--- config.mk ---
export PLATFORM = sky130hd
export DESIGN_NAME = readSelect
export DESIGN_NICKNAME = d
export VERILOG_FILES = /design/src/rtl/tsMemPkg.sv /design/src/rtl/readSelect.sv
export SDC_FILE = /design/constraint.sdc
export NUM_CORES = 1
export LEC_CHECK = 0
export BUFFER_PORTS_ARGS = -buffer_cell sky130_fd_sc_hd__buf_2
export CELL_PAD_IN_SITES_DETAIL_PLACEMENT = 2
export CELL_PAD_IN_SITES_GLOBAL_PLACEMENT = 2
export CORE_AREA = 2 2 60 62
export DETAILED_ROUTE_END_ITERATION = 7
export DIE_AREA = 0 0 62 64
export PLACE_DENSITY_LB_ADDON = 0.1
export SYNTH_ARGS = -nofsm -noshare
export SYNTH_HDL_FRONTEND = slang
export SYNTH_SLANG_ARGS = --single-unit
--- constraint.sdc ---
create_clock -name clock -period 1.5 [get_ports clock]
set_input_delay 0.3 -clock clock [delete_from_list [all_inputs] [get_ports clock]]
set_output_delay 0.3 -clock clock [all_outputs]
set_load 0.01 [all_outputs]
--- src/rtl/tsMemPkg.sv ---
// memory-map widths, bank identifiers, bank address widths and chunk constants
`default_nettype none

package tsMemPkg;

	// ============================================================
	// cpu side
	// ============================================================

	localparam int CpuAddrWidth = 16;
	localparam int ByteWidth = 8;
	// 8 KB chunks, eight of them in the cpu space
	localparam int ChunkWidth = 3;
	localparam int ChunkCount = 2 ** ChunkWidth;
	localparam int ChunkOffsetWidth = CpuAddrWidth - ChunkWidth;
	// divmmc ram page select
	localparam int PageWidth = 4;

	// chunk numbers with a fixed role
	localparam logic [ChunkWidth-1:0] ExtChunk = 3'd0;
	localparam logic [ChunkWidth-1:0] DivRamChunk = 3'd1;
	// divmmc overlay covers chunks 0 and 1
	localparam logic [ChunkWidth-1:0] OverlayTopChunk = 3'd1;

	// ============================================================
	// stores
	// ============================================================

	localparam int BankCount = 5;

	// doubles as the generate index of the banks
	typedef enum logic [2:0] {
		BankHome = 3'd0,
		BankExt = 3'd1,
		BankDock = 3'd2,
		BankEsx = 3'd3,
		BankDivRam = 3'd4
	} BankId;

	// 16K, 8K, 64K, 8K, 128K
	localparam int BankAddrWidth [BankCount] = '{14, 13, 16, 13, 17};
	localparam int MaxBankAddrWidth = 17;

	// same order as BankId, plus the unmapped case
	typedef enum logic [2:0] {
		SelHome = 3'd0,
		SelExt = 3'd1,
		SelDock = 3'd2,
		SelEsx = 3'd3,
		SelDivRam = 3'd4,
		SelOpenBus = 3'd5
	} ReadSel;

	// floating data bus reads as all ones
	localparam logic [ByteWidth-1:0] OpenBusByte = 8'hFF;

endpackage

`default_nettype wire
--- src/rtl/readSelect.sv ---
// response valid tracking and read data steering with open bus
`timescale 1ns/1ps
`default_nettype none

module readSelect #(
	parameter int Banks = 5
) (
	input wire clock,
	input wire rstN,
	// from the decoder, in the accept cycle
	input wire rdAccept,
	input wire tsMemPkg::ReadSel rdSel,
	// registered bank outputs
	input wire [Banks-1:0][tsMemPkg::ByteWidth-1:0] bankQ,
	// response
	output logic rspValid,
	output logic [tsMemPkg::ByteWidth-1:0] rspData
);

	tsMemPkg::ReadSel selQ;

	// ============================================================
	// response timing
	// ============================================================

	// one cycle, same as the bank read latency
	always_ff @(posedge clock) begin
		if (!rstN) begin
			rspValid <= 1'b0;
		end else begin
			rspValid <= rdAccept;
		end
	end

	// selection follows its data through the bank register
	always_ff @(posedge clock) begin
		selQ <= rdSel;
	end

	// ============================================================
	// data steering
	// ============================================================

	always_comb begin
		if (selQ == tsMemPkg::SelOpenBus || int'(selQ) >= Banks) begin
			// nothing decoded there
			rspData = tsMemPkg::OpenBusByte;
		end else begin
			rspData = bankQ[selQ];
		end
	end

endmodule

`default_nettype wire

==> parameters.txt <==
Parameter                              Value

Logic synthesis
  Synthesized area ... 475 sq um
  Proportion of synthesized flip-flops having asynchronous set or reset ... 0
  Synth top area share ... 0.221
  Post-synthesis net count ... a little over 100
  Leading post-synthesis cells by cell area ... sky130_fd_sc_hd__a211oi_1 (22%), sky130_fd_sc_hd__dfxtp_1 (17%), sky130_fd_sc_hd__mux2i_1 (13%)
  Most frequently used cell type in the post-synthesis netlist ... sky130_fd_sc_hd__a211oi_1
  Most frequent cells after synthesis ... sky130_fd_sc_hd__a211oi_1 (14), sky130_fd_sc_hd__nor2b_1 (9), sky130_fd_sc_hd__mux2i_1 (6)
  Seq/Total Area, Yosys ... 0.168
  Leading register cell type out of synthesis ... sky130_fd_sc_hd__dfxtp_1
  Number of distinct library cell variants in the gate-level netlist after synthesis ... 17
  Synth Warn # ... 0
  Number of synthesized register bits ... 4
  Number of synthesized flops with an enable pin ... 0
  Synth area leader ... sky130_fd_sc_hd__a211oi_1
  Post-Syn Area per Cell ... ~8.6 sq um
  Post-Synthesis Cells ... 55

Drt
  Uppermost metal layer occupied by signal nets ... met3
  Wire length on met2 ... 1020 um
  Met1 Routed Length ... roughly 810 um
  Via/cell ratio ... 4.07
  Wirelength per Cell ... 12.3 um
  Wire length on met3 ... 172 um
  DRT Wirelength ... about 2000 um
  Violation count after the first detailed-routing iteration ... 22
  Count of vias placed by the detailed router ... 659
  Residual DRC count ... 0
  First-pass DRT Iterations ... 2
  Remaining antenna violation count ... 0

Layout
  Area occupied by registers ... approximately 86 sq um
  Fraction of final layout cells with drive strength greater than 1 ... 0.716
  Final-stage net count ... 164
  Antenna Diode Count ... 0
  Core Util, Final ... 0.277
  Area added between synthesis and finish ... 91.6%
  Fillcell total ... 400
  Area of the multi-input gates ... between 300 and 400 sq um

Power and ir drop
  Clock network fraction of design power ... 0.295
  Internal Power ... 0.000313 W
  Switching share of power ... 0.311
  Combinational fraction of design power ... 0.442
  IR Drop Worst-Case VDD ... 0.308 mV
  Power per standard cell area ... 499 nW/um^2
  Seq pwr share ... 0.263
  Leakage power of the design ... between 0.4 and 0.5 nW
  Power spent charging and discharging nets ... 0.000141 W

Global route
  Overall track demand over capacity in global routing ... 0.0983
  Initial antenna violation count ... 0
  First-pass GRT wire length ... approximately 3000 um
  Vias in the first global route ... between 600 and 700
  Pin count of the biggest net entering global routing ... 10
  Total global routing overflow ... 0

STA
  Final worst setup slack ... -230 ps
  Time the final worst path needs with I/O delays and setup ... 1730 ps
  Number of setup violations in the final report ... 8
  Hold WS ... 170 ps
  Pins Over Slew Limit ... 0
  Max-slew headroom at the worst pin ... 0.735
  Unrepaired setup endpoints after global routing ... true
  Slew at the pin closest to its max-slew limit ... 397 ps
  Maximum clock frequency ... around 580 MHz
  Final number of hold-violating endpoints ... 0
  Period Utilization, post-route ... 1.15

Critical path
  Critical path, cell by cell ... or3b_4, buf_6, nor2_4, a211oi_2, buf_2
  WP buf/inv ... 2
  Arr. time, crit path ... 1430 ps
  Nature of the critical path endpoint ... output pin
  Critical Path Fanout Max ... 6
  Master of the slowest instance on the critical path ... sky130_fd_sc_hd__or3b_4
  Startpoint kind of the worst setup timing path ... flop
  Req. time, crit path ... around 1200 ps
  CP delay by family, top ... simple AND/OR/NAND/NOR gates
  Delay of the slowest cell on the worst path ... 400 ps
  Worst Setup Path Type ... flop to output pin

Floorplanning
  I/O Pins ... 55
  Starting utilization of the core area ... 0.145
  Die Y-Extent ... around 64 um
  Core ar. ... about 3300 sq um
  Die W ... 62 um
  Die area ... 3970 sq um
  Core Rows ... 21

Placed design
  Placer congestion estimate ... 0.595
  Quantity of I/O buffers inserted on ports ... 54
  Placed wire-length estimate after detailed placement ... 1610 um

Clock tree
  Quantity of hold-fixing buffers added after cts ... 0
  Number of buffers added by the clock tree synthesis step ... 3
  Clock root buffer master ... sky130_fd_sc_hd__clkbuf_4
  Clock slew seen by the registers of the worst setup and hold paths ... 40 ps
  Clock buffer depth ... 2
  TritonCTS clock tree ... built
  Clock net sink count ... 4
  H-tree level count ... 1

Outcome
  Result of the run ... finished with violations
  Violations in the final reports ... setup timing

Worst hold path
  Class of the tightest hold or removal check ... primary input to flop

Flow run
  Max-cap violations ... 0
[power by group through the flow]
stage	clock [W]	sequential, W	combinational [W]
3_5_place_dp	0	0.000120	0.000186
3_3_place_gp	0	0.000120	0.000183
2_1_floorplan	0	0.000119	0.0000875
6_report	0.000134	0.000119	0.000201
4_1_cts	0.000140	0.000120	0.000197
5_1_grt	0.000151	0.000120	0.000223
[per-layer routing]
layer  global-route usage  up-vias
met4               0.0239        0
met1                0.137      299
li1                     -      329
met2                0.158       31
met3               0.0101        0
met5                    0        -
[sequential cells by signal (all words and copies together) (netlist names)]
name and count:
rspValid 1, selQ 3
[logic make-up (layout without fill, tap and decap cells)]
| kind of cell | Yosys count | in the layout | synth area share |
|---|---|---|---|
| and+or+nand+nor | 22 | 22 | 0.311 |
| DFF | 4 | 4 | 0.168 |
| AOI/OAI and AO/OA | 17 | 17 | 0.282 |
| buffers and inverters | 6 | 67 | 0.113 |
| muxes | 6 | 6 | 0.126 |
[through the flow]
step                      setup WS [ps]  cell area, sq um  std cells  TNS [ps]  power [W]
final                              -230               911        162     -1670   0.000454
after CTS                          -235               886        162     -1770   0.000457
after global placement            -23.4               821        159      -133   0.000303
after global routing               -289               911        162     -2230   0.000494
after floorplan                     178               475         55         0   0.000206
after detailed placement          -67.1               821        159      -389   0.000307
[layout make-up]
class / count / share of cell area
Clock buffer: 3 / 0.0247
Tap cell: 46 / 0.0632
Inverter: 1 / 0.00412
Sequential cell: 4 / 0.0948
Multi-Input combinational cell: 45 / 0.430
Timing Repair Buffer: 63 / 0.383
[worst paths after layout]
| path | startpoint | end | depth (start not counted) |
|---|---|---|---|
| min | rdSel[2] | selQ[2] | 1 |
| max | selQ[0] | rspData[7] | 5 |
[placed cells by master, fill, tap and decap left out, types with 2 or more instances in the layout]
| cell | netlist | routed |
|---|---|---|
| sky130_fd_sc_hd__buf_2 | 1 | 54 |
| sky130_fd_sc_hd__a211oi_1 | 14 | 11 |
| sky130_fd_sc_hd__nor2b_1 | 9 | 9 |
| sky130_fd_sc_hd__nor2_4 | 2 | 6 |
| sky130_fd_sc_hd__mux2i_1 | 6 | 6 |
| sky130_fd_sc_hd__buf_4 | 0 | 6 |
| sky130_fd_sc_hd__a211oi_2 | 0 | 3 |
| sky130_fd_sc_hd__clkbuf_4 | 0 | 3 |
| sky130_fd_sc_hd__buf_6 | 4 | 3 |
| sky130_fd_sc_hd__nor2_2 | 5 | 2 |
| sky130_fd_sc_hd__dfxtp_2 | 0 | 2 |
[what timing repair did]
action / 4_1_cts / 5_1_grt
pin swaps: 1 / 2
setup endpoints to repair: 8 / 8
buffers inserted: 0 / 0
gates resized for setup: 13 / 5
Power figures use the tool's default switching activity.
