--- config.mk ---
export PLATFORM = sky130hd
export DESIGN_NAME = mapDecoder
export DESIGN_NICKNAME = d
export VERILOG_FILES = /design/src/rtl/tsLoadPkg.sv /design/src/rtl/tsMemPkg.sv /design/src/rtl/mapDecoder.sv
export SDC_FILE = /design/constraint.sdc
export NUM_CORES = 1
export LEC_CHECK = 0
export ABC_AREA = 1
export BUFFER_PORTS_ARGS = -buffer_cell sky130_fd_sc_hd__buf_4
export CAP_MARGIN = 20
export CELL_PAD_IN_SITES_DETAIL_PLACEMENT = 1
export CELL_PAD_IN_SITES_GLOBAL_PLACEMENT = 1
export CORE_ASPECT_RATIO = 0.9
export CORE_UTILIZATION = 15
export DETAILED_ROUTE_END_ITERATION = 10
export PLACE_DENSITY_LB_ADDON = 0.1
export SLEW_MARGIN = 10
export SYNTH_ARGS = -nofsm -noshare
export SYNTH_HDL_FRONTEND = slang
export SYNTH_SLANG_ARGS = --single-unit
--- constraint.sdc ---
create_clock -name clock -period 1.64 [get_ports clock]
set_clock_uncertainty 0.2 [all_clocks]
set_input_delay 0.41 -clock clock [delete_from_list [all_inputs] [get_ports clock]]
set_output_delay 0.41 -clock clock [all_outputs]
set_load 0.02 [all_outputs]
--- src/rtl/tsLoadPkg.sv ---
// loader image index codes and loader address width
`default_nettype none

package tsLoadPkg;

	// loader address, wide enough for the dock image
	localparam int LoadAddrWidth = 16;

	// which image the loader byte belongs to
	typedef enum logic [1:0] {
		LoadHome = 2'd0,
		LoadExt = 2'd1,
		LoadEsx = 2'd2,
		LoadDock = 2'd3
	} LoadIndex;

	// divmmc ram has no image, it is filled by the cpu only

endpackage

`default_nettype wire

--- src/rtl/tsMemPkg.sv ---
// memory-map widths, bank identifiers, bank address widths and chunk constants
`default_nettype none

package tsMemPkg;

	// ============================================================
	// cpu side
	// ============================================================

	localparam int CpuAddrWidth = 16;
	localparam int ByteWidth = 8;
	// 8 KB chunks, eight of them in the cpu space
	localparam int ChunkWidth = 3;
	localparam int ChunkCount = 2 ** ChunkWidth;
	localparam int ChunkOffsetWidth = CpuAddrWidth - ChunkWidth;
	// divmmc ram page select
	localparam int PageWidth = 4;

	// chunk numbers with a fixed role
	localparam logic [ChunkWidth-1:0] ExtChunk = 3'd0;
	localparam logic [ChunkWidth-1:0] DivRamChunk = 3'd1;
	// divmmc overlay covers chunks 0 and 1
	localparam logic [ChunkWidth-1:0] OverlayTopChunk = 3'd1;

	// ============================================================
	// stores
	// ============================================================

	localparam int BankCount = 5;

	// doubles as the generate index of the banks
	typedef enum logic [2:0] {
		BankHome = 3'd0,
		BankExt = 3'd1,
		BankDock = 3'd2,
		BankEsx = 3'd3,
		BankDivRam = 3'd4
	} BankId;

	// 16K, 8K, 64K, 8K, 128K
	localparam int BankAddrWidth [BankCount] = '{14, 13, 16, 13, 17};
	localparam int MaxBankAddrWidth = 17;

	// same order as BankId, plus the unmapped case
	typedef enum logic [2:0] {
		SelHome = 3'd0,
		SelExt = 3'd1,
		SelDock = 3'd2,
		SelEsx = 3'd3,
		SelDivRam = 3'd4,
		SelOpenBus = 3'd5
	} ReadSel;

	// floating data bus reads as all ones
	localparam logic [ByteWidth-1:0] OpenBusByte = 8'hFF;

endpackage

`default_nettype wire
--- src/rtl/mapDecoder.sv ---
// request handshake, bank selection, bank addresses, write strobes and dock limit
`timescale 1ns/1ps
`default_nettype none

module mapDecoder #(
	parameter int AddrMax = 17
) (
	input wire clock,
	input wire rstN,
	// cpu request
	input wire reqValid,
	output logic reqReady,
	input wire reqWrite,
	input wire [tsMemPkg::CpuAddrWidth-1:0] reqAddr,
	input wire [tsMemPkg::ByteWidth-1:0] reqData,
	// map controls, sampled with the request
	input wire mapped,
	input wire ramcs,
	input wire [tsMemPkg::PageWidth-1:0] page,
	input wire [tsMemPkg::ChunkCount-1:0] memM,
	input wire memB,
	// loader
	input wire loadValid,
	input wire tsLoadPkg::LoadIndex loadIndex,
	input wire [tsLoadPkg::LoadAddrWidth-1:0] loadAddr,
	input wire [tsMemPkg::ByteWidth-1:0] loadData,
	// to the banks
	output logic [tsMemPkg::BankCount-1:0][AddrMax-1:0] bankAddr,
	output logic [tsMemPkg::BankCount-1:0] bankWrite,
	output logic [tsMemPkg::ByteWidth-1:0] bankData,
	// to the read selector
	output logic rdAccept,
	output tsMemPkg::ReadSel rdSel
);

	logic accept;
	logic [tsMemPkg::ChunkWidth-1:0] chunk;
	logic [tsMemPkg::ChunkWidth-1:0] dockTop;
	logic [AddrMax-1:0] cpuWideAddr;
	logic [AddrMax-1:0] divWideAddr;
	logic [AddrMax-1:0] loadWideAddr;
	tsMemPkg::BankId loadBank;

	// image code to store
	function automatic tsMemPkg::BankId loadTarget(input tsLoadPkg::LoadIndex idx);
		case (idx)
			tsLoadPkg::LoadHome: loadTarget = tsMemPkg::BankHome;
			tsLoadPkg::LoadExt: loadTarget = tsMemPkg::BankExt;
			tsLoadPkg::LoadEsx: loadTarget = tsMemPkg::BankEsx;
			default: loadTarget = tsMemPkg::BankDock;
		endcase
	endfunction

	// ============================================================
	// handshake
	// ============================================================

	// loader owns the banks, cpu waits
	assign reqReady = rstN && !loadValid;
	assign accept = reqValid && reqReady;
	assign rdAccept = accept && !reqWrite;

	assign chunk = reqAddr[tsMemPkg::CpuAddrWidth-1 -: tsMemPkg::ChunkWidth];
	assign loadBank = loadTarget(loadIndex);

	// ============================================================
	// dock size limit
	// ============================================================

	// last dock byte loaded sets the highest decoded chunk
	always_ff @(posedge clock) begin
		if (!rstN) begin
			dockTop <= '0;
		end else if (loadValid && loadIndex == tsLoadPkg::LoadDock) begin
			dockTop <= loadAddr[tsLoadPkg::LoadAddrWidth-1 -: tsMemPkg::ChunkWidth];
		end
	end

	// ============================================================
	// read selection
	// ============================================================

	always_comb begin
		if (mapped && chunk <= tsMemPkg::OverlayTopChunk) begin
			// divmmc overlay on the lower 16K
			rdSel = ramcs ? tsMemPkg::SelDivRam : tsMemPkg::SelEsx;
		end else if (memM[chunk]) begin
			if (memB) begin
				// ext rom only answers in chunk 0
				rdSel = (chunk == tsMemPkg::ExtChunk) ? tsMemPkg::SelExt
					: tsMemPkg::SelOpenBus;
			end else begin
				// dock decoded up to the loaded size
				rdSel = (chunk <= dockTop) ? tsMemPkg::SelDock : tsMemPkg::SelOpenBus;
			end
		end else begin
			rdSel = tsMemPkg::SelHome;
		end
	end

	// ============================================================
	// bank addresses and data
	// ============================================================

	// narrower banks take the low bits only
	assign cpuWideAddr = AddrMax'(reqAddr);
	assign divWideAddr = AddrMax'({page, reqAddr[tsMemPkg::ChunkOffsetWidth-1:0]});
	assign loadWideAddr = AddrMax'(loadAddr);

	always_comb begin
		for (int b = 0; b < tsMemPkg::BankCount; b++) begin
			if (loadValid) begin
				bankAddr[b] = loadWideAddr;
			end else if (b == int'(tsMemPkg::BankDivRam)) begin
				// page above the chunk offset
				bankAddr[b] = divWideAddr;
			end else begin
				bankAddr[b] = cpuWideAddr;
			end
		end
	end

	assign bankData = loadValid ? loadData : reqData;

	// write strobes, loader first
	always_comb begin
		bankWrite = '0;
		if (loadValid) begin
			bankWrite[loadBank] = 1'b1;
		end else if (accept && reqWrite && mapped && chunk == tsMemPkg::DivRamChunk) begin
			// only divmmc ram in chunk 1 is writable by the cpu
			bankWrite[tsMemPkg::BankDivRam] = 1'b1;
		end
		// any other cpu write is dropped
	end

endmodule

`default_nettype wire

==> summary.md, run 1 <==
| Metric | Value |
|---|---|
| Status | `finished, violations left` |
| Violations in the final reports | `setup timing` |
| Period Utilization, post-route | `123.4%` |
| Sum of routed wire length over all layers | `5717 microns` |
| Data required time of the worst path | `around 1.0 ns` |
| Post-Synth Adder-Cell Area | `3.099%` |
| Maximum fanout along the worst path | `3` |
| Post-placement cell count | `around 440` |
| Library cell with the highest instance count after synthesis | `sky130_fd_sc_hd__nand2_1` |
| Sequential element share of the synthesized area | `under 10%` |
| Initial antenna violation count | `0` |
| Parity-gate share of the synthesized area counting xor and xnor cells | `0%` |
| Layout-stage area growth over the synthesis result | `183.5%` |
| Warning count from the yosys run | `0` |
| DPL Wire Length | `between 4000 and 5000 microns` |
| # H-tree levels | `1` |
| Clk Latency, worst-skew pair | `0.21 ns` |
| Largest registers | `dockTop (3)` |
| Multiplexer area fraction after synthesis | `0%` |
| Nets@finish | `roughly 430` |
| GRT Residual Overflow | `0` |
| Effective utilization at floorplan | `15.74%` |
| PD cells | `between 400 and 500 nW/um^2` |
| Kind of capture point of the worst setup path | `output port` |
| Final core utilization | `about 45%` |
| Number of flops mapped to enable cells by yosys | `0` |
| Final worst path period need | `around 2.0 ns` |
| Cell types with the largest area share after synthesis | `sky130_fd_sc_hd__buf_4 40%, sky130_fd_sc_hd__nand2_1 32%, sky130_fd_sc_hd__dfxtp_1 5.0%, sky130_fd_sc_hd__nand3_1 3.7%, sky130_fd_sc_hd__inv_1 3.4%` |
| Standard cell core area | `roughly 7700 sq um` |
| Worst min path class | `primary input to flop` |
| Clock group share of total power | `13.5%` |
| Post-synth top area share | `40.29%` |
| Row cnt | `30` |
| Library cell used as clock root buffer | `sky130_fd_sc_hd__clkbuf_8` |
| Async S/R FF share, synth | `0%` |
| Switching share of power | `a little over two fifths` |
| Count of mapped cells out of synthesis | `between 200 and 250` |
| Wire length of the first global-routing pass | `around 8600 microns` |
| Data arrival time of the critical path | `1.41 ns` |
| Maximum clock path buffer count | `2` |
| P_int | `slightly below 0.0009 W` |
| Count of distinct cell types in the synthesized netlist | `17` |
| Antenna diode count | `0` |
| Vias in the first global route | `roughly 1800` |
| Launching element type of the critical path | `flop` |
| # clock sinks | `3` |
| Initial drt markers | `20` |
| Wire length per cell after detailed routing | `between 10 and 15 microns` |
| Final setup vio count | `72` |
| Proportion of power drawn by flip-flops and latches | `5.1%` |
| DRC violations left | `0` |
| IO Port Bufs | `168` |
| Final WS setup | `-0.3841 ns` |
| # Max-Cap Violations | `0` |
| Largest Register | `dockTop` |
| CP Class | `flop to output port` |
| Final total negative setup slack | `-5.560 ns` |
| Unrepaired setup endpoints after global routing | `yes` |
| Fill cells | `888` |
| Pins Over Slew Limit | `0` |
| Leakage power summed over all cells | `around 1.8 nW` |
| Compound-cell area share of the yosys netlist | `under 10%` |
| Final Hold Fails | `0` |
| Cell taking the most area after synthesis | `sky130_fd_sc_hd__buf_4` |
| Largest voltage drop on the vdd net | `0.1842 mV` |
| Share of layout cells above drive strength 1 | `between 80% and 90%` |
| Via density per instance | `about 4` |
| Layout Cells excl Fill | `451` |
| Mapped Area | `1211 sq um` |
| Total iterations of the first detailed-routing run | `4` |
| Number of buffers created by CTS | `3` |
| Gate power share | `about four fifths` |
| Combinational family with the most area after synthesis | `buffers and inverters` |
| Clock tree from TritonCTS | `yes` |
| Mean instance size in the synthesized netlist | `5.359 sq um` |
| Antenna violation net count after detailed routing | `0` |
| Most common flop cell mapped by yosys | `sky130_fd_sc_hd__dfxtp_1` |
| Height of the die | `87.25 microns` |
| Die Footprint | `roughly 8400 sq um` |
| Fmax | `between 400 and 500 MHz` |
| Flip-flop count of the largest register after layout | `3` |
| Leading cell types by count after synthesis | `103 x sky130_fd_sc_hd__nand2_1, 65 x sky130_fd_sc_hd__buf_4, 11 x sky130_fd_sc_hd__inv_1` |
| Boundary pin count | `around 170` |
| Routability congestion estimate from global placement | `0.7398` |
| GRT Total Usage | `about an eighth` |
| Worst hold margin | `around 0.25 ns` |
| Maximum number of pins on one net before global-route repair | `13` |
| Clock transition at the registers of the reported paths | `roughly 0.030 ns` |
| Power spent charging and discharging nets | `between 0.0006 and 0.0007 W` |
| Via total after detailed routing | `1760` |
| Synthesized-area fraction occupied by and/or/nand/nor cells | `between 40% and 50%` |
| Seq cells post-synth | `3` |
| Die Wd | `between 90 and 100 microns` |
## power groups by stage
stage | Clock, W | Sequential [W] | Combinational (W)
6_report | 0.000211 | 0.0000792 | 0.00127
4_1_cts | 0.000218 | 0.0000790 | 0.00122
3_5_place_dp | 0 | 0.0000791 | 0.000962
5_1_grt | 0.000226 | 0.0000793 | 0.00134
3_3_place_gp | 0 | 0.0000792 | 0.000957
2_1_floorplan | 0 | 0.0000786 | 0.000635
## worst max-delay path: stages, from the launching register on
cell	delay (ns)
sky130_fd_sc_hd__dfxtp_2	0.30
sky130_fd_sc_hd__inv_2	0.07
sky130_fd_sc_hd__ha_4	0.21
sky130_fd_sc_hd__a21oi_2	0.12
sky130_fd_sc_hd__nand2_2	0.07
sky130_fd_sc_hd__nand2_1	0.06
sky130_fd_sc_hd__nand2_1	0.06
sky130_fd_sc_hd__nor2_1	0.08
sky130_fd_sc_hd__nand2_1	0.06
sky130_fd_sc_hd__nand2_2	0.06
sky130_fd_sc_hd__buf_6	0.11
## area by class of cell
type / instances / area, sq um / area share (%)
Clock buffer: 4 / 45.04 / 1.312
Inverter: 17 / 93.84 / 2.733
Multi-Input combinational cell: 139 / 1107 / 32.25
Sequential cell: 3 / 62.56 / 1.822
Tap cell: 96 / 120.1 / 3.499
Timing Repair Buffer: 192 / 2004 / 58.38
## cell families (layout without fill, tap and decap cells)
logic type                 count (synthesis)  after routing
and+or+nand+nor                          123            123
AOI/OAI and AO/OA                          9              9
other                                      1              4
DFF                                        3              3
buffers and inverters                     87            213
adders and majority gates                  3              3
## per-stage QoR
| step | power (W) | instance area (sq um) | setup slack (ns) |
|---|---|---|---|
| 2_1_floorplan | 0.0007136 | 1423 | -0.1476 |
| 4_1_cts | 0.001519 | 3251 | -0.3888 |
| 6_report | 0.001559 | 3433 | -0.3841 |
| 5_1_grt | 0.001643 | 3433 | -0.4536 |
| 3_5_place_dp | 0.001041 | 2440 | -0.4072 |
| 3_3_place_gp | 0.001036 | 2440 | -0.3960 |
## routing by layer
| metal | global-route usage, % | part of all wire [%] | wire length [microns] | vias up |
|---|---|---|---|---|
| li1 | - | - | - | 874 |
| met3 | 2.327 | 7.6 | 435 | 2 |
| met1 | 15.57 | 39 | 2217 | 786 |
| met4 | 1.221 | 0.23 | 13 | 0 |
| met5 | 0 | 0 | 0 | - |
| met2 | 23.56 | 53 | 3051 | 98 |
## repair_timing
| action | in CTS | in global routing |
|---|---|---|
| pin swaps | 39 | 24 |
| endpoints found under the setup margin | 97 | 94 |
| setup buffers | 4 | 4 |
| hold buffers | 0 | 0 |
| resized for setup | 189 | 44 |
| cloned | 2 | 1 |
## cells in the final DEF (no fill, tap or decap), types with 2 or more instances in the layout
| master | n |
|---|---|
| sky130_fd_sc_hd__buf_6 | 100 |
| sky130_fd_sc_hd__buf_4 | 77 |
| sky130_fd_sc_hd__nand2_1 | 38 |
| sky130_fd_sc_hd__nand2_4 | 34 |
| sky130_fd_sc_hd__nand2_2 | 28 |
| sky130_fd_sc_hd__buf_12 | 8 |
| sky130_fd_sc_hd__inv_1 | 7 |
| sky130_fd_sc_hd__nand3_1 | 7 |
| sky130_fd_sc_hd__inv_2 | 5 |
| sky130_fd_sc_hd__nand2_8 | 4 |
| sky130_fd_sc_hd__conb_1 | 4 |
| sky130_fd_sc_hd__buf_8 | 4 |
| sky130_fd_sc_hd__nor3_4 | 3 |
| sky130_fd_sc_hd__o21ai_4 | 3 |
| sky130_fd_sc_hd__a21oi_1 | 3 |
| sky130_fd_sc_hd__clkbuf_8 | 3 |
| sky130_fd_sc_hd__nand3_2 | 2 |
| sky130_fd_sc_hd__inv_4 | 2 |
| sky130_fd_sc_hd__nor2_4 | 2 |
| sky130_fd_sc_hd__nor2_2 | 2 |
| sky130_fd_sc_hd__o21ai_1 | 2 |
| sky130_fd_sc_hd__ha_4 | 2 |
| sky130_fd_sc_hd__buf_16 | 2 |
| sky130_fd_sc_hd__dfxtp_2 | 2 |
## path summary, 6_finish.rpt
check | cells after the start | from | endpoint | slack [ns]
worst min register to register | 2 | dockTop[2] | dockTop[2] | 0.28
worst max-delay path | 10 | dockTop[2] | rdSel[1] | -0.38
worst max register to register | 3 | dockTop[1] | dockTop[1] | 0.78
worst min-delay path | 3 | rstN | dockTop[1] | 0.25
Note: power is estimated with default switching activity, not from simulation.
==> run 2, diff against run 1 <==
ABC_AREA = not set   (was 1)
CORE_UTILIZATION = 16   (was 15)
CTS_CLUSTER_DIAMETER = 80   (was not set)
==> summary.md, run 2 <==
| Metric | Value |
|---|---|
| Count of distinct cell types in the synthesized netlist | `29 (was 17)` |
| Row cnt | `29 (was 30)` |
| Clock transition at the registers of the reported paths | `0.03 ns (about the same)` |
| Unrepaired setup endpoints after global routing | `yes (unchanged)` |
| Violations in the final reports | `setup timing (unchanged)` |
| Series of cell instances along the critical path | `inv_2, ha_4, a2111oi_4, a211o_1, o22ai_4, buf_6 (was inv_2, ha_4, a21oi_2, nand2_2, nand2_1, nand2_1, nor2_1, nand2_1, nand2_2, buf_6)` |
| CP Class | `flop to output port (unchanged)` |
| Layout-stage area growth over the synthesis result | `164.5% (was 183.5%)` |
| # clock sinks | `3 (unchanged)` |
| Share of layout cells above drive strength 1 | `88.10% (was 81.69%)` |
| PD cells | `468.7 nW/um^2 (was 454.0 nW/um^2)` |
| # Max-Cap Violations | `0 (unchanged)` |
| Wire length per cell after detailed routing | `13.16 microns (was 12.68 microns)` |
| Warning count from the yosys run | `0 (unchanged)` |
| Total iterations of the first detailed-routing run | `2 (was 4)` |
| Delay contributed by the slowest stage of the critical path | `0.32 ns (was 0.30 ns)` |
| Library cell used as clock root buffer | `sky130_fd_sc_hd__clkbuf_8 (unchanged)` |
| Count of mapped cells out of synthesis | `160 (was 226)` |
| Number of buffers created by CTS | `3 (unchanged)` |
| Final WS setup | `-0.5646 ns (was -0.3841 ns)` |
| Fmax | `453.6 MHz (was 494.0 MHz)` |
| Maximum clock path buffer count | `2 (unchanged)` |
| Initial antenna violation count | `0 (unchanged)` |
| Height of the die | `84.92 microns (was 87.25 microns)` |
| DPL Wire Length | `4020 microns (was 4556 microns)` |
| Setup slack of the worst register-to-register path | `0.72 ns (was 0.78 ns)` |
| # H-tree levels | `1 (unchanged)` |
| Pins Over Slew Limit | `0 (unchanged)` |
| Library cell with the highest instance count after synthesis | `sky130_fd_sc_hd__buf_4 (was sky130_fd_sc_hd__nand2_1)` |
| Post-synth top area share | `39.92% (was 40.29%)` |
| Mean instance size in the synthesized netlist | `7.640 sq um (was 5.359 sq um)` |
| Final worst path period need | `2.205 ns (was 2.024 ns)` |
| Final setup vio count | `99 (was 72)` |
| Standard cell core area | `7221 sq um (was 7695 sq um)` |
| Cell with the biggest individual delay on the critical path | `sky130_fd_sc_hd__dfxtp_2 (unchanged)` |
| Largest registers | `dockTop (3) (unchanged)` |
| Antenna violation net count after detailed routing | `0 (unchanged)` |
| Final Hold Fails | `0 (unchanged)` |
| Clk Latency, worst-skew pair | `0.22 ns (was 0.21 ns)` |
| Worst min path class | `primary input to flop (unchanged)` |
| Largest Register | `dockTop (unchanged)` |
| Die Wd | `94.14 microns (was 96.72 microns)` |
| Sum of routed wire length over all layers | `5092 microns (was 5717 microns)` |
| Data required time of the worst path | `1.03 ns (about the same)` |
| IO Port Bufs | `168 (unchanged)` |
| Kind of capture point of the worst setup path | `output port (unchanged)` |
| Leakage power summed over all cells | `1.640 nW (was 1.807 nW)` |
| Via density per instance | `3.920 (was 3.902)` |
| Cell taking the most area after synthesis | `sky130_fd_sc_hd__buf_4 (unchanged)` |
| Leading cell types by count after synthesis | `65 x sky130_fd_sc_hd__buf_4, 21 x sky130_fd_sc_hd__mux2_1, 11 x sky130_fd_sc_hd__inv_1 (was 103 x sky130_fd_sc_hd__nand2_1, 65 x sky130_fd_sc_hd__buf_4, 11 x sky130_fd_sc_hd__inv_1)` |
| Post-Synth Adder-Cell Area | `3.071% (was 3.099%)` |
| Period Utilization, post-route | `134.4% (was 123.4%)` |
| GRT Residual Overflow | `0 (unchanged)` |
| Wire length of the first global-routing pass | `7755 microns (was 8618 microns)` |
| Compound-cell area share of the yosys netlist | `9.417% (was 3.719%)` |
| Parity-gate share of the synthesized area counting xor and xnor cells | `0% (unchanged)` |
| Multiplexer area fraction after synthesis | `24.26% (was 0%)` |
| Number of flops mapped to enable cells by yosys | `0 (unchanged)` |
| Effective utilization at floorplan | `16.93% (was 15.74%)` |
| Vias in the first global route | `1534 (was 1809)` |
| Routability congestion estimate from global placement | `0.7241 (was 0.7398)` |
| Synthesized-area fraction occupied by and/or/nand/nor cells | `12.28% (was 40.29%)` |
| Fill cells | `826 (was 888)` |
| Largest voltage drop on the vdd net | `0.3638 mV (was 0.1842 mV)` |
| Die Footprint | `7994 sq um (was 8438 sq um)` |
| Async S/R FF share, synth | `0% (unchanged)` |
| Flip-flop count of the largest register after layout | `3 (unchanged)` |
| Status | `finished, violations left (unchanged)` |
| GRT Total Usage | `12.27% (was 12.60%)` |
| Mapped Area | `1222 sq um (was 1211 sq um)` |
| Clock tree from TritonCTS | `yes (unchanged)` |
| Data arrival time of the critical path | `1.59 ns (was 1.41 ns)` |
| Worst hold margin | `0.2456 ns (was 0.2548 ns)` |
| Initial drt markers | `13 (was 20)` |
| Most common flop cell mapped by yosys | `sky130_fd_sc_hd__dfxtp_1 (unchanged)` |
| Nets@finish | `368 (was 429)` |
| DRC violations left | `0 (unchanged)` |
| Maximum number of pins on one net before global-route repair | `9 (was 13)` |
| Maximum fanout along the worst path | `2 (was 3)` |
| Sequential element share of the synthesized area | `4.913% (was 4.959%)` |
| Leading cell types in the layout, fill and taps excluded | `109 x sky130_fd_sc_hd__buf_6, 79 x sky130_fd_sc_hd__buf_4, 21 x sky130_fd_sc_hd__mux2_4 (was 100 x sky130_fd_sc_hd__buf_6, 77 x sky130_fd_sc_hd__buf_4, 38 x sky130_fd_sc_hd__nand2_1)` |
| Leading cell type in the layout, fill and taps excluded | `sky130_fd_sc_hd__buf_6 (unchanged)` |
| Cell types with the largest area share after synthesis | `sky130_fd_sc_hd__buf_4 40%, sky130_fd_sc_hd__mux2_1 19%, sky130_fd_sc_hd__dfxtp_1 4.9%, sky130_fd_sc_hd__mux2i_1 4.9%, sky130_fd_sc_hd__nor2b_1 3.6% (was sky130_fd_sc_hd__buf_4 40%, sky130_fd_sc_hd__nand2_1 32%, sky130_fd_sc_hd__dfxtp_1 5.0%, sky130_fd_sc_hd__nand3_1 3.7%, sky130_fd_sc_hd__inv_1 3.4%)` |
| Combinational family with the most area after synthesis | `buffers and inverters (unchanged)` |
| Number of hold buffers added after cts | `0 (unchanged)` |
| Via total after detailed routing | `1517 (was 1760)` |
| Seq cells post-synth | `3 (unchanged)` |
| Launching element type of the critical path | `flop (unchanged)` |
| Boundary pin count | `173 (unchanged)` |
| Antenna diode count | `0 (unchanged)` |
| Final core utilization | `44.78% (was 44.62%)` |
[run 2: cell count changes after synthesis, sizes merged, moves of 6 or more]
cell and delta:
inv -6, nand3 -8, nor2b +7, mux2i +6
mux2 +21, nand2 -94
[run 2: area by class of cell]
type,count,area [sq um],area share (%)
repair buffers,197,2021,62.50
multi-input cells,79,943.4,29.18
well taps,93,116.4,3.599
flip-flops and latches,3,63.81,1.974
clock buffers,4,45.04,1.393
inverters,11,43.79,1.354
[run 2: cells by family after synthesis]
group                      after synthesis
DFF                                      3
muxes                                   27
and+or+nand+nor                         28
other                                    1
buffers and inverters                   81
adders and majority gates                3
AOI/OAI and AO/OA                       17
[run 2: final timing paths]
path	cells past startpoint	to	start
min reg2reg	2	dockTop[2]	dockTop[2]
max	6	rdSel[0]	dockTop[1]
min	2	dockTop[1]	rstN
max reg2reg	3	dockTop[1]	dockTop[1]
[run 2: per-layer routing]
metal / wire length, microns / up-vias / GRT usage [%]
li1: - / 729 / -
met1: 1778 / 699 / 13.11
met2: 2895 / 85 / 24.55
met3: 387 / 4 / 2.688
met4: 30 / 0 / 1.818
met5: 0 / - / 0
[run 2: repair_timing]
action	CTS	global route
resized for setup	135	17
pin swaps	19	7
buffers inserted	5	5
setup endpoints to repair	98	96
cloned	4	0
[run 2: power by group]
| group | switching (W) | internal, W | leakage (nW) |
|---|---|---|---|
| combinational | 0.000551 | 0.000668 | 1.59 |
| sequential | 0.00000195 | 0.0000765 | 0.0258 |
| clock | 0.0000524 | 0.000166 | 0.0228 |
| total | 0.000605 | 0.000910 | 1.64 |
[run 2: critical path: cells and delay by family, from the launching register on]
kind | cells | cell delay (ns)
adders and majority gates | 1 | 0.22
DFF | 1 | 0.32
AOI/OAI and AO/OA | 3 | 0.65
buffers and inverters | 2 | 0.17
[run 2: metrics by stage]
stage | TNS (ns) | total power (W) | std cells | area (sq um) | setup WS, ns
after detailed placement | -17.26 | 0.001053 | 371 | 2460 | -0.6359
final | -13.65 | 0.001515 | 387 | 3233 | -0.5646
after global placement | -17.08 | 0.001049 | 371 | 2460 | -0.6229
after floorplan | -8.893 | 0.0008403 | 163 | 1725 | -0.4803
after global routing | -15.96 | 0.001602 | 387 | 3233 | -0.6422
after CTS | -15.06 | 0.001515 | 384 | 3167 | -0.5892
==> run 3, diff against run 2 <==
CELL_PAD_IN_SITES_DETAIL_PLACEMENT = 0   (was 1)
==> summary.md, run 3 (same netlist as run 2, synthesis figures left out) <==
| Metric | Value |
|---|---|
| Data required time of the worst path | `1.03 ns (about the same)` |
| Die Wd | `94.14 microns (unchanged)` |
| Period Utilization, post-route | `133.0% (was 134.4%)` |
| Layout Cells excl Fill | `382 (was 387)` |
| Total iterations of the first detailed-routing run | `2 (unchanged)` |
| Switching share of power | `39.74% (was 39.92%)` |
| Launching element type of the critical path | `flop (unchanged)` |
| P_int | `0.0008885 W (was 0.0009105 W)` |
| Violations in the final reports | `setup timing (unchanged)` |
| Flip-flop count of the largest register after layout | `3 (unchanged)` |
| Antenna diode count | `0 (unchanged)` |
| Standard cell core area | `7221 sq um (unchanged)` |
| GRT Total Usage | `10.48% (was 12.27%)` |
| Final Hold Fails | `0 (unchanged)` |
| Share of layout cells above drive strength 1 | `87.54% (was 88.10%)` |
| Nets@finish | `363 (was 368)` |
| # H-tree levels | `1 (unchanged)` |
| Boundary pin count | `173 (unchanged)` |
| Row cnt | `29 (unchanged)` |
| GRT Residual Overflow | `0 (unchanged)` |
| Number of buffers created by CTS | `3 (unchanged)` |
| Sum of routed wire length over all layers | `4425 microns (was 5092 microns)` |
| Final core utilization | `43.44% (was 44.78%)` |
| Worst Hold Launch | `rstN (unchanged)` |
| # Max-Cap Violations | `0 (unchanged)` |
| Final total negative setup slack | `-11.96 ns (was -13.65 ns)` |
| Number of hold buffers added after cts | `0 (unchanged)` |
| WP buf/inv | `2 (unchanged)` |
| Effective utilization at floorplan | `16.93% (unchanged)` |
| DPL Wire Length | `3554 microns (was 4020 microns)` |
| Final setup vio count | `94 (was 99)` |
| Wire length per cell after detailed routing | `11.58 microns (was 13.16 microns)` |
| Startpoint of the worst-slack reg-to-reg timing path | `dockTop[1] (unchanged)` |
| Final WS setup | `-0.5419 ns (was -0.5646 ns)` |
| # clock sinks | `3 (unchanged)` |
| Status | `finished, violations left (unchanged)` |
| Antenna violation net count after detailed routing | `0 (unchanged)` |
| Proportion of power drawn by flip-flops and latches | `5.3% (was 5.2%)` |
| Library cell used as clock root buffer | `sky130_fd_sc_hd__clkbuf_8 (unchanged)` |
| Clk Latency, worst-skew pair | `0.22 ns (about the same)` |
| Series of cell instances along the critical path | `inv_2, ha_4, a2111oi_4, a211o_1, o22ai_4, buf_6 (unchanged)` |
| PD cells | `470.0 nW/um^2 (was 468.7 nW/um^2)` |
| Height of the die | `84.92 microns (unchanged)` |
| Cell with the biggest individual delay on the critical path | `sky130_fd_sc_hd__dfxtp_2 (unchanged)` |
| Data arrival time of the critical path | `1.57 ns (was 1.59 ns)` |
| Via total after detailed routing | `1447 (was 1517)` |
| Vias in the first global route | `1433 (was 1534)` |
| Clock transition at the registers of the reported paths | `0.03 ns (about the same)` |
| Fin area | `3137 sq um (was 3233 sq um)` |
| Post-placement cell count | `371 (unchanged)` |
| Leading cell types in the layout, fill and taps excluded | `103 x sky130_fd_sc_hd__buf_6, 79 x sky130_fd_sc_hd__buf_4, 21 x sky130_fd_sc_hd__mux2_4 (was 109 x sky130_fd_sc_hd__buf_6, 79 x sky130_fd_sc_hd__buf_4, 21 x sky130_fd_sc_hd__mux2_4)` |
| Unrepaired setup endpoints after global routing | `yes (unchanged)` |
| Worst min path class | `primary input to flop (unchanged)` |
| Maximum fanout along the worst path | `2 (unchanged)` |
| Initial drt markers | `8 (was 13)` |
| Clock tree from TritonCTS | `yes (unchanged)` |
| Largest registers | `dockTop (3) (unchanged)` |
| Largest Register | `dockTop (unchanged)` |
| Die Footprint | `7994 sq um (unchanged)` |
| Layout-stage area growth over the synthesis result | `156.6% (was 164.5%)` |
| Wire length of the first global-routing pass | `6624 microns (was 7755 microns)` |
| Leakage power summed over all cells | `1.606 nW (was 1.640 nW)` |
| Kind of capture point of the worst setup path | `output port (unchanged)` |
| Clock group share of total power | `14.7% (was 14.4%)` |
| First element of the critical path | `dockTop[1] (unchanged)` |
| Power spent charging and discharging nets | `0.0005859 W (was 0.0006050 W)` |
| Dominant delay contributor by cell family on the critical path | `compound AO/OA/AOI/OAI gates (unchanged)` |
| Worst slack after detailed placement | `-0.6200 ns (was -0.6359 ns)` |
| Post-DP Area | `2460 sq um (unchanged)` |
| IO Port Bufs | `168 (unchanged)` |
| Routability congestion estimate from global placement | `0.7241 (unchanged)` |
| Maximum clock path buffer count | `2 (unchanged)` |
| Delay contributed by the slowest stage of the critical path | `0.32 ns (about the same)` |
| Leading cell type in the layout, fill and taps excluded | `sky130_fd_sc_hd__buf_6 (unchanged)` |
| Initial antenna violation count | `0 (unchanged)` |
| Maximum number of pins on one net before global-route repair | `9 (unchanged)` |
| Fmax | `458.3 MHz (was 453.6 MHz)` |
| CP Class | `flop to output port (unchanged)` |
| Gate power share | `79.9% (was 80.4%)` |
| Pins Over Slew Limit | `0 (unchanged)` |
| DRC violations left | `0 (unchanged)` |
| Largest voltage drop on the vdd net | `0.3387 mV (was 0.3638 mV)` |
| Final worst path period need | `2.182 ns (was 2.205 ns)` |
| Via density per instance | `3.788 (was 3.920)` |
-- run 3: worst reg2reg max path, delay by kind of cell, from the launching register on --
kind / cells / cell delay (ns)
buffers and inverters: 1 / 0.12
DFF: 1 / 0.31
muxes: 1 / 0.12
and+or+nand+nor: 1 / 0.05
-- run 3: per-stage QoR --
step                      hold slack [ns]  power (W)
final                              0.2373   0.001474
after global routing               0.2622   0.001563
after global placement             0.3079   0.001049
after detailed placement           0.3132   0.001045
after CTS                          0.2405   0.001481
after floorplan                    0.2856  0.0008403
-- run 3: power by group through the flow --
stage,registers (W),logic [W],clock network (W)
after floorplan,0.0000784,0.000762,0
after global placement,0.0000787,0.000970,0
after detailed placement,0.0000787,0.000966,0
after CTS,0.0000785,0.00118,0.000224
after global routing,0.0000787,0.00125,0.000238
final,0.0000785,0.00118,0.000217
-- run 3: final cells by class --
| class | count | area (sq um) |
|---|---|---|
| inverter | 11 | 43.79 |
| multi-input combinational | 79 | 922.1 |
| clock buffer | 4 | 45.04 |
| sequential | 3 | 63.81 |
| tap | 93 | 116.4 |
| timing repair buffer | 192 | 1946 |
| fill | 692 | 4084 |
-- run 3: layer usage --
layer	track usage [%]	routed length, microns	share of wire (%)	vias to the layer above
met5	0	0	0	-
met4	1.818	32	0.72	0
met1	11.13	1521	34	641
li1	-	-	-	717
met2	21.23	2533	57	85
met3	1.882	336	7.6	4
-- run 3: final timing paths --
kind / endpoint / slack (ns) / depth (start not counted)
max: rdSel[0] / -0.54 / 6
min reg2reg: dockTop[2] / 0.34 / 2
max reg2reg: dockTop[1] / 0.72 / 3
min: dockTop[1] / 0.24 / 2
-- run 3: what timing repair did --
| action | in CTS | in global routing |
|---|---|---|
| endpoints found under the setup margin | 98 | 99 |
| setup buffers | 6 | 3 |
| pin swaps | 17 | 6 |
| gates resized for setup | 133 | 12 |
| cloned | 2 | 0 |
